`src/video_defs.svh`:
```
`ifndef VIDEO_DEFS_SVH
`define VIDEO_DEFS_SVH

`define VID_CNT_W 11 // Width of every counter and threshold

//////////////////////////////
// Display formats
//////////////////////////////

// 640x480 at 60 Hz
`define VID_VGA_HPIXELS       640
`define VID_VGA_VLINES        480
`define VID_VGA_HFP           16
`define VID_VGA_VFP           11
`define VID_VGA_HSPW          96
`define VID_VGA_VSPW          2
`define VID_VGA_HBP           48
`define VID_VGA_VBP           31
`define VID_VGA_NEG_SYNC      1 // Sync active low

// 800x600 at 60 Hz
`define VID_SVGA_HPIXELS      800
`define VID_SVGA_VLINES       600
`define VID_SVGA_HFP          40
`define VID_SVGA_VFP          1
`define VID_SVGA_HSPW         128
`define VID_SVGA_VSPW         4
`define VID_SVGA_HBP          88
`define VID_SVGA_VBP          23
`define VID_SVGA_NEG_SYNC     0

// 1024x768 at 60 Hz
`define VID_XGA_HPIXELS       1024
`define VID_XGA_VLINES        768
`define VID_XGA_HFP           24
`define VID_XGA_VFP           3
`define VID_XGA_HSPW          136
`define VID_XGA_VSPW          6
`define VID_XGA_HBP           160
`define VID_XGA_VBP           29
`define VID_XGA_NEG_SYNC      1 // Sync active low

// 1280x1024 at 60 Hz
`define VID_SXGA_HPIXELS      1280
`define VID_SXGA_VLINES       1024
`define VID_SXGA_HFP          48
`define VID_SXGA_VFP          1
`define VID_SXGA_HSPW         112
`define VID_SXGA_VSPW         3
`define VID_SXGA_HBP          248
`define VID_SXGA_VBP          38
`define VID_SXGA_NEG_SYNC     0

// 1280x720 at 60 Hz
`define VID_HDTV720P_HPIXELS  1280
`define VID_HDTV720P_VLINES   720
`define VID_HDTV720P_HFP      110
`define VID_HDTV720P_VFP      5
`define VID_HDTV720P_HSPW     40
`define VID_HDTV720P_VSPW     5
`define VID_HDTV720P_HBP      220
`define VID_HDTV720P_VBP      20
`define VID_HDTV720P_NEG_SYNC 0

// Camera source, 720p with trimmed sync and porches
`define VID_CAMERA_HPIXELS    1280
`define VID_CAMERA_VLINES     720
`define VID_CAMERA_HFP        110
`define VID_CAMERA_VFP        4
`define VID_CAMERA_HSPW       39
`define VID_CAMERA_VSPW       4
`define VID_CAMERA_HBP        220
`define VID_CAMERA_VBP        22
`define VID_CAMERA_NEG_SYNC   0

// Aux burst shape
`define AUX_BURST_LEN 32 // Reads per burst
`define AUX_BURST_GAP 4  // Idle cycles after each burst

`endif
```
`src/video_pkg.sv`:
```
`include "video_defs.svh"

package video_pkg;

	// Pixel and line counter, also used for all thresholds
	typedef logic [`VID_CNT_W-1:0] vid_cnt_t;

	// Mode switch codes
	typedef enum logic [3:0] {
		MODE_VGA    = 4'b0000,
		MODE_SVGA   = 4'b0001,
		MODE_720P   = 4'b0010, // Also taken for any unlisted code
		MODE_XGA    = 4'b0011,
		MODE_SXGA   = 4'b1000,
		MODE_CAMERA = 4'b1001
	} video_mode_e;

	// Aux burst scheduler
	typedef enum logic [1:0] {
		BURST_IDLE,  // Waiting for the hsync column
		BURST_READ,  // Reads in flight
		BURST_GAP    // Spacing before the next burst
	} burst_state_e;

endpackage

```
`src/timing_if.sv`:
```
`timescale 1ns/1ns

interface timing_if import video_pkg::*; ();

	// Horizontal thresholds in pixels
	vid_cnt_t hsblnk;
	vid_cnt_t hssync;
	vid_cnt_t hesync;
	vid_cnt_t heblnk;
	// Vertical thresholds in lines
	vid_cnt_t vsblnk;
	vid_cnt_t vssync;
	vid_cnt_t vesync;
	vid_cnt_t veblnk;
	logic     neg_sync; // 1 for active low sync

	modport source (output hsblnk, hssync, hesync, heblnk,
		vsblnk, vssync, vesync, veblnk, neg_sync);
	modport sink (input hsblnk, hssync, hesync, heblnk,
		vsblnk, vssync, vesync, veblnk, neg_sync);

endinterface

```
`src/hdmi_tx_timing_top.sv`:
```
`timescale 1ns/1ns

module hdmi_tx_timing_top import video_pkg::*; (
	input  logic       pclk,
	input  logic       rst_n,
	input  logic [3:0] mode_sw,   // Raw format switches
	input  logic       aux_empty, // Aux FIFO flag
	input  logic       aux_more,  // More bursts field of FIFO word
	output logic       hsync,
	output logic       vsync,
	output logic       de,
	output vid_cnt_t   pixel_x,
	output vid_cnt_t   pixel_y,
	output logic       aux_rd     // Aux FIFO read and encoder aux enable
);

	logic line_start;
	logic frame_start;
	logic vblank;

	timing_if tmg ();

	video_mode_table u_mode (
		.pclk    (pclk),
		.rst_n   (rst_n),
		.mode_sw (mode_sw),
		.tmg     (tmg)
	);

	raster_timing u_raster (
		.pclk        (pclk),
		.rst_n       (rst_n),
		.tmg         (tmg),
		.hsync       (hsync),
		.vsync       (vsync),
		.de          (de),
		.pixel_x     (pixel_x),
		.pixel_y     (pixel_y),
		.line_start  (line_start),
		.frame_start (frame_start),
		.vblank      (vblank)
	);

	// Uses the delayed de so arming follows what the sink saw
	aux_burst_reader u_aux (
		.pclk        (pclk),
		.rst_n       (rst_n),
		.tmg         (tmg),
		.pixel_x     (pixel_x),
		.line_start  (line_start),
		.frame_start (frame_start),
		.vblank      (vblank),
		.de          (de),
		.aux_empty   (aux_empty),
		.aux_more    (aux_more),
		.aux_rd      (aux_rd)
	);

endmodule

```
`src/aux_burst_reader.sv`:
```
`timescale 1ns/1ns
`include "video_defs.svh"

module aux_burst_reader import video_pkg::*; (
	input  logic     pclk,
	input  logic     rst_n,
	timing_if.sink   tmg,
	input  vid_cnt_t pixel_x,
	input  logic     line_start,
	input  logic     frame_start,
	input  logic     vblank,
	input  logic     de,
	input  logic     aux_empty,
	input  logic     aux_more,
	output logic     aux_rd
);

	localparam int CNT_W = $clog2(`AUX_BURST_LEN);
	localparam logic [CNT_W-1:0] LAST_RD  = CNT_W'(`AUX_BURST_LEN - 1);
	localparam logic [CNT_W-1:0] LAST_GAP = CNT_W'(`AUX_BURST_GAP - 1);

	burst_state_e     state;
	logic [CNT_W-1:0] cnt;        // Position within read or gap
	logic             more_q;     // More bursts follow
	logic             audio_seen; // Aux traffic in the running frame
	logic             audio_on;   // Aux traffic in the previous frame
	logic             video_seen; // Sticky after first de
	logic             armed;      // Line may carry a burst
	logic             start;
	logic             rd_sched;

	//////////////////////////////
	// Audio presence
	//////////////////////////////
	always_ff @(posedge pclk) begin
		if (!rst_n) begin
			audio_seen <= 1'b0;
			audio_on   <= 1'b0;
		end else if (frame_start) begin
			audio_on   <= audio_seen; // Hand over to the new frame
			audio_seen <= !aux_empty;
		end else if (!aux_empty) begin
			audio_seen <= 1'b1;
		end
	end

	// Line arming, decided once at the start of each line
	always_ff @(posedge pclk) begin
		if (!rst_n) begin
			video_seen <= 1'b0;
			armed      <= 1'b0;
		end else begin
			if (de)
				video_seen <= 1'b1;
			if (line_start)
				armed <= video_seen && vblank && !aux_empty;
		end
	end

	// Burst fires at the hsync column
	assign start    = (state == BURST_IDLE) && armed && (pixel_x == tmg.hssync);
	assign rd_sched = start || (state == BURST_READ);

	//////////////////////////////
	// Burst scheduler
	//////////////////////////////
	always_ff @(posedge pclk) begin
		if (!rst_n) begin
			state  <= BURST_IDLE;
			cnt    <= '0;
			more_q <= 1'b0;
		end else if (line_start && !vblank) begin // Active video kills any sequence
			state <= BURST_IDLE;
			cnt   <= '0;
		end else begin
			case (state)
				BURST_IDLE: if (start) begin
					state <= BURST_READ;
					cnt   <= CNT_W'(1); // Start cycle is the first read
				end
				BURST_READ: if (cnt == LAST_RD) begin
					state  <= BURST_GAP;
					cnt    <= '0;
					more_q <= aux_more; // Sampled on last read
				end else begin
					cnt <= cnt + 1'b1;
				end
				BURST_GAP: if (cnt == LAST_GAP) begin
					state <= more_q ? BURST_READ : BURST_IDLE;
					cnt   <= '0;
				end else begin
					cnt <= cnt + 1'b1;
				end
				default: state <= BURST_IDLE;
			endcase
		end
	end

	// Read strobe doubles as aux data enable
	always_ff @(posedge pclk) begin
		if (!rst_n)
			aux_rd <= 1'b0;
		else
			aux_rd <= rd_sched && audio_on; // Silent frame means no reads
	end

endmodule

```
`src/raster_timing.sv`:
```
`timescale 1ns/1ns

module raster_timing import video_pkg::*; (
	input  logic     pclk,
	input  logic     rst_n,
	timing_if.sink   tmg,
	output logic     hsync,
	output logic     vsync,
	output logic     de,
	output vid_cnt_t pixel_x,
	output vid_cnt_t pixel_y,
	output logic     line_start,
	output logic     frame_start,
	output logic     vblank
);

	vid_cnt_t hcount;
	vid_cnt_t vcount;
	logic     hblnk;
	logic     hsync_int;
	logic     vsync_int;
	logic     active;
	// First delay stage
	logic     hsync_q;
	logic     vsync_q;
	logic     active_q;

	//////////////////////////////
	// Pixel and line counters
	//////////////////////////////
	always_ff @(posedge pclk) begin
		if (!rst_n) begin
			hcount <= '0;
			vcount <= '0;
		end else if (hcount >= tmg.heblnk) begin // Also catches overshoot after a mode change
			hcount <= '0;
			if (vcount >= tmg.veblnk)
				vcount <= '0;
			else
				vcount <= vcount + 1'b1;
		end else begin
			hcount <= hcount + 1'b1;
		end
	end

	// Blanking and raw sync, active high
	assign hblnk     = hcount > tmg.hsblnk;
	assign hsync_int = (hcount > tmg.hssync) && (hcount <= tmg.hesync);
	assign vblank    = vcount > tmg.vsblnk;
	assign vsync_int = (vcount > tmg.vssync) && (vcount <= tmg.vesync);
	assign active    = !hblnk && !vblank;

	// Position and line markers, undelayed
	assign pixel_x     = hcount;
	assign pixel_y     = vcount;
	assign line_start  = hcount == '0;
	assign frame_start = line_start && (vcount == '0); // First pixel of the frame

	//////////////////////////////
	// Output pipeline
	//////////////////////////////
	always_ff @(posedge pclk) begin
		if (!rst_n) begin
			hsync_q  <= tmg.neg_sync; // Park at inactive level
			vsync_q  <= tmg.neg_sync;
			active_q <= 1'b0;
			hsync    <= tmg.neg_sync;
			vsync    <= tmg.neg_sync;
			de       <= 1'b0;
		end else begin
			// Stage one flips polarity
			hsync_q  <= hsync_int ^ tmg.neg_sync;
			vsync_q  <= vsync_int ^ tmg.neg_sync;
			active_q <= active;
			// Stage two lines up with pixel data
			hsync    <= hsync_q;
			vsync    <= vsync_q;
			de       <= active_q;
		end
	end

endmodule

```
`src/video_mode_table.sv`:
```
`timescale 1ns/1ns
`include "video_defs.svh"

module video_mode_table import video_pkg::*; (
	input  logic       pclk,
	input  logic       rst_n,
	input  logic [3:0] mode_sw,
	timing_if.source   tmg
);

	logic [3:0]  sw_meta;   // First synchroniser stage
	logic [3:0]  sw_sync;   // Second synchroniser stage
	video_mode_e mode_q;    // Registered mode code
	vid_cnt_t    h_fmt [4]; // Active, front porch, sync, back porch
	vid_cnt_t    v_fmt [4];
	logic        neg;

	//////////////////////////////
	// Switch capture
	//////////////////////////////
	always_ff @(posedge pclk) begin
		if (!rst_n) begin
			sw_meta <= '0;
			sw_sync <= '0;
			mode_q  <= MODE_VGA;
		end else begin
			sw_meta <= mode_sw;
			sw_sync <= sw_meta;
			case (sw_sync)
				MODE_VGA, MODE_SVGA, MODE_720P, MODE_XGA, MODE_SXGA, MODE_CAMERA:
					mode_q <= video_mode_e'(sw_sync);
				default:
					mode_q <= MODE_720P; // Unused codes fall back to 720p
			endcase
		end
	end

	//////////////////////////////
	// Format lookup
	//////////////////////////////
	always_comb begin
		case (rst_n ? mode_q : MODE_VGA) // Reset selects VGA from its first edge
			MODE_VGA: begin
				h_fmt = '{`VID_VGA_HPIXELS, `VID_VGA_HFP, `VID_VGA_HSPW, `VID_VGA_HBP};
				v_fmt = '{`VID_VGA_VLINES, `VID_VGA_VFP, `VID_VGA_VSPW, `VID_VGA_VBP};
				neg   = `VID_VGA_NEG_SYNC;
			end
			MODE_SVGA: begin
				h_fmt = '{`VID_SVGA_HPIXELS, `VID_SVGA_HFP, `VID_SVGA_HSPW, `VID_SVGA_HBP};
				v_fmt = '{`VID_SVGA_VLINES, `VID_SVGA_VFP, `VID_SVGA_VSPW, `VID_SVGA_VBP};
				neg   = `VID_SVGA_NEG_SYNC;
			end
			MODE_XGA: begin
				h_fmt = '{`VID_XGA_HPIXELS, `VID_XGA_HFP, `VID_XGA_HSPW, `VID_XGA_HBP};
				v_fmt = '{`VID_XGA_VLINES, `VID_XGA_VFP, `VID_XGA_VSPW, `VID_XGA_VBP};
				neg   = `VID_XGA_NEG_SYNC;
			end
			MODE_SXGA: begin
				h_fmt = '{`VID_SXGA_HPIXELS, `VID_SXGA_HFP, `VID_SXGA_HSPW, `VID_SXGA_HBP};
				v_fmt = '{`VID_SXGA_VLINES, `VID_SXGA_VFP, `VID_SXGA_VSPW, `VID_SXGA_VBP};
				neg   = `VID_SXGA_NEG_SYNC;
			end
			MODE_CAMERA: begin
				h_fmt = '{`VID_CAMERA_HPIXELS, `VID_CAMERA_HFP, `VID_CAMERA_HSPW, `VID_CAMERA_HBP};
				v_fmt = '{`VID_CAMERA_VLINES, `VID_CAMERA_VFP, `VID_CAMERA_VSPW, `VID_CAMERA_VBP};
				neg   = `VID_CAMERA_NEG_SYNC;
			end
			default: begin // 720p
				h_fmt = '{`VID_HDTV720P_HPIXELS, `VID_HDTV720P_HFP,
					`VID_HDTV720P_HSPW, `VID_HDTV720P_HBP};
				v_fmt = '{`VID_HDTV720P_VLINES, `VID_HDTV720P_VFP,
					`VID_HDTV720P_VSPW, `VID_HDTV720P_VBP};
				neg   = `VID_HDTV720P_NEG_SYNC;
			end
		endcase
	end

	// Thresholds accumulate left to right along the line
	assign tmg.hsblnk   = h_fmt[0] - 1'b1;
	assign tmg.hssync   = h_fmt[0] - 1'b1 + h_fmt[1];
	assign tmg.hesync   = h_fmt[0] - 1'b1 + h_fmt[1] + h_fmt[2];
	assign tmg.heblnk   = h_fmt[0] - 1'b1 + h_fmt[1] + h_fmt[2] + h_fmt[3]; // Line total - 1
	assign tmg.vsblnk   = v_fmt[0] - 1'b1;
	assign tmg.vssync   = v_fmt[0] - 1'b1 + v_fmt[1];
	assign tmg.vesync   = v_fmt[0] - 1'b1 + v_fmt[1] + v_fmt[2];
	assign tmg.veblnk   = v_fmt[0] - 1'b1 + v_fmt[1] + v_fmt[2] + v_fmt[3];
	assign tmg.neg_sync = neg;

endmodule

```
`config.mk`:
```
export PLATFORM = sky130hd
export DESIGN_NAME = hdmi_tx_timing_top
export DESIGN_NICKNAME = d
export VERILOG_FILES = /design/src/video_pkg.sv /design/src/timing_if.sv /design/src/hdmi_tx_timing_top.sv /design/src/aux_burst_reader.sv /design/src/raster_timing.sv /design/src/video_mode_table.sv
export VERILOG_INCLUDE_DIRS = /design/src
export SDC_FILE = /design/constraint.sdc
export NUM_CORES = 1
export LEC_CHECK = 0
export ABC_AREA = 1
export BUFFER_PORTS_ARGS = -buffer_cell sky130_fd_sc_hd__buf_2
export CAP_MARGIN = 0
export CORE_MARGIN = 2
export CORE_UTILIZATION = 43
export DETAILED_ROUTE_END_ITERATION = 8
export PLACE_DENSITY = 0.56
export RECOVER_POWER = 25
export SLEW_MARGIN = 20
export SYNTH_ARGS = -nofsm -noshare
export SYNTH_HDL_FRONTEND = slang
export SYNTH_HIERARCHICAL = 1
export SYNTH_SLANG_ARGS = --single-unit
```
`constraint.sdc`:
```
create_clock -name pclk -period 6.71 [get_ports pclk]
set_input_delay 1.342 -clock pclk [delete_from_list [all_inputs] [get_ports pclk]]
set_output_delay 1.342 -clock pclk [all_outputs]
set_load 0.02 [all_outputs]
```
==> metrics.txt <==
outcome=finished, final reports clean; Pleak=0.00454 uW; crit start category=input port; max incr delay on CP=0.38 ns; Setup TNS Final=0 ns; Synth area leader=ha_1; critical path class=in -> reg; Die Y-Extent=133 um; max-capacitance violation count=0; Critical Path RT=6.89 ns; register area=1060 um2; asr flop ratio synth=0%; CP Capture Type=flop; Buf/Inv on CP=5; Area Overhead vs Synth=7.00%; Slowest cell on crit path=ha_1; number of global-route vias before repair=5976; Final Hold Vio Count=0; Hold Path Class=reg -> reg; first-pass GRT wire length=28700 um; minimum clock period=6.05 ns; DR pass1 iterations=5; Synth top area share=21.7%; register area share after synthesis=14.9%; top post-synthesis cells by count=281 x nand2_1, 259 x inv_1, 124 x ha_1, 64 x nor2_1, 62 x nand3_1; Filler cells=1798; Unique masters post-synth=46; Num CTS Buffers=5; placed cells=1372; Fmax=165 MHz; Core Region=16400 um2; row count=47; top_reg_cell synth=dfxtp_1; syn_area_per_cell=6.35 um2; gr ovfl total=0; final max-slew violation count=0; top cells by area, synth=ha_1 22%, dfxtp_1 15%, nand2_1 15%, inv_1 14%, nand3_1 4.3%; flops & latches, synth=53; H-tree depth=2; # DRC=0; WL final=17000 um; worst-skew pair later-pin latency=0.30 ns; ANT nets after route=0; PwrDens=161 nW/um2; largest net degree at the start of global routing=20; die area=17600 um2; IO Port Bufs=33; Final Skew=0.0106 ns; Mapped Cells=1123; family with the most delay on the worst path=simple AND/OR/NAND/NOR gates; RSZ-0062 raised after global routing=false; area of the multi-input gates=4940 um2; IO Pins=34; count leader, synth=nand2_1; final setup vio count=0; fin crit share=90.2%; GPL Wtd Cong=0.827; Arr. time, crit path=6.24 ns; Die X=133 um; Worst Max-Slew Pin Slew=0.842 ns; root buffer cell=clkbuf_16; CTS tree=done; Worst VDD drop=0.000148 V; Post-synth EDFFs=0; initial antenna violation count=0; Syn Std Cell Area=7130 um2; Synth Warn #=6; vias=6520; clock slew at reported path FFs=0.08 ns; post_cts resized=0; via/cell ratio=4.72; starting density of the core=43.5%; gr usage total=20.0%; Rel. slew slack=43.4%; Ant. Diodes=0; Nets=1295; non-filler instance count after layout=1381; layout cells sized above 1=10.5%; routed len/inst=12.3 um; Clock Path Buffers=2; cts hold-fix bufs=0; CTS sink count=53; Starting DRT DRC Count=255; crit path max fanout=19; Final Power=1230 uW; DP Wirelength=14400 um
==> what timing repair did <==
item	CTS	global route
setup endpoints to repair	0	2
buffers inserted	0	1
hold endpoints to repair	0	0
==> state kept, by name (all words and copies together), names as in the netlist <==
name               count
u_raster/pixel_x      11
u_raster/pixel_y      11
u_aux/cnt              5
u_mode/mode_q          4
u_mode/sw_meta         4
u_mode/sw_sync         4
u_aux/state            2
u_aux/armed            1
u_aux/audio_on         1
u_aux/audio_seen       1
u_aux/aux_rd           1
u_aux/more_q           1
u_aux/video_seen       1
u_raster/active_q      1
u_raster/de            1
u_raster/hsync         1
u_raster/hsync_q       1
u_raster/vsync         1
u_raster/vsync_q       1
==> layer usage <==
layer	vias to the layer above	global-route usage, %	share of wire, %
met3	2	2.68	2.8
met5	-	0	0
li1	3540	-	-
met2	73	32.9	45
met1	2905	28.2	51
met4	0	3.29	0.35
==> cell type report <==
class                           instances  share of cell area, %
Clock inverter                          3                  0.328
Clock buffer                            5                   1.64
Sequential cell                        53                   13.9
Inverter                              267                   13.1
Timing Repair Buffer                   40                   2.69
Multi-Input combinational cell        793                   64.7
Tap cell                              220                   3.61
==> cell families (layout without fill, tap and decap cells) <==
| kind of cell | count (synthesis) | count (layout) | synth area share, % |
|---|---|---|---|
| xor+xnor | 32 | 32 | 4.35 |
| simple gates | 513 | 513 | 33.2 |
| flops | 53 | 53 | 14.9 |
| compound gates | 107 | 107 | 8.38 |
| fa+ha+maj | 127 | 127 | 22.6 |
| other cells | 2 | 14 | 0.105 |
| buf+inv | 289 | 315 | 16.5 |
==> path summary, 6_finish.rpt <==
kind | start | to | slack, ns | cells after the start
max | rst_n | u_raster/pixel_x[2] | 0.66 | 31
min | u_raster/active_q | u_raster/de | 0.41 | 2
max reg2reg | u_mode/mode_q[2] | u_raster/pixel_x[2] | 1.43 | 29
min reg2reg | u_raster/active_q | u_raster/de | 0.41 | 2
==> cells in the final DEF, fill, tap and decap left out, types with 7 or more instances in the layout <==
| cell type | n |
|---|---|
| nand2_1 | 281 |
| inv_1 | 259 |
| ha_1 | 124 |
| nor2_1 | 64 |
| nand3_1 | 62 |
| a21oi_1 | 59 |
| dfxtp_1 | 53 |
| buf_2 | 29 |
| o21ai_0 | 26 |
| nand4_1 | 24 |
| xor2_1 | 23 |
| nor2_2 | 19 |
| nand2_2 | 18 |
| conb_1 | 14 |
| nor3_1 | 10 |
| nand3_2 | 9 |
| nand2_4 | 8 |
| inv_2 | 7 |
==> per-stage QoR <==
| stage | cell area [um2] | utilization [%] | setup WS [ns] | hold WS (ns) |
|---|---|---|---|---|
| after CTS | 7640 | 46.6 | 0.544 | 0.419 |
| after floorplan | 7180 | - | 1.17 | 0.390 |
| final | 7630 | 46.5 | 0.656 | 0.413 |
| after global placement | 7490 | 45.6 | 0.344 | 0.401 |
| after detailed placement | 7490 | 45.6 | 0.218 | 0.404 |
| after global routing | 7630 | 46.5 | 0.106 | 0.433 |
==> power by group <==
group          internal (uW)  switching (uW)  leakage, uW
sequential               325            9.37     0.000433
clock                    140             121    0.0000704
combinational            233             398      0.00404
==> worst reg2reg max path: cells and delay by family (launching register included) <==
family                   cells  cell delay [ns]
adder cells (fa/ha/maj)      4             1.31
AND/OR/NAND/NOR             15             1.64
AO/OA/AOI/OAI                3             0.83
flip-flops                   1             0.35
buffers and inverters        4             0.48
XOR/XNOR                     3             0.56
Power figures use the tool's default switching activity.
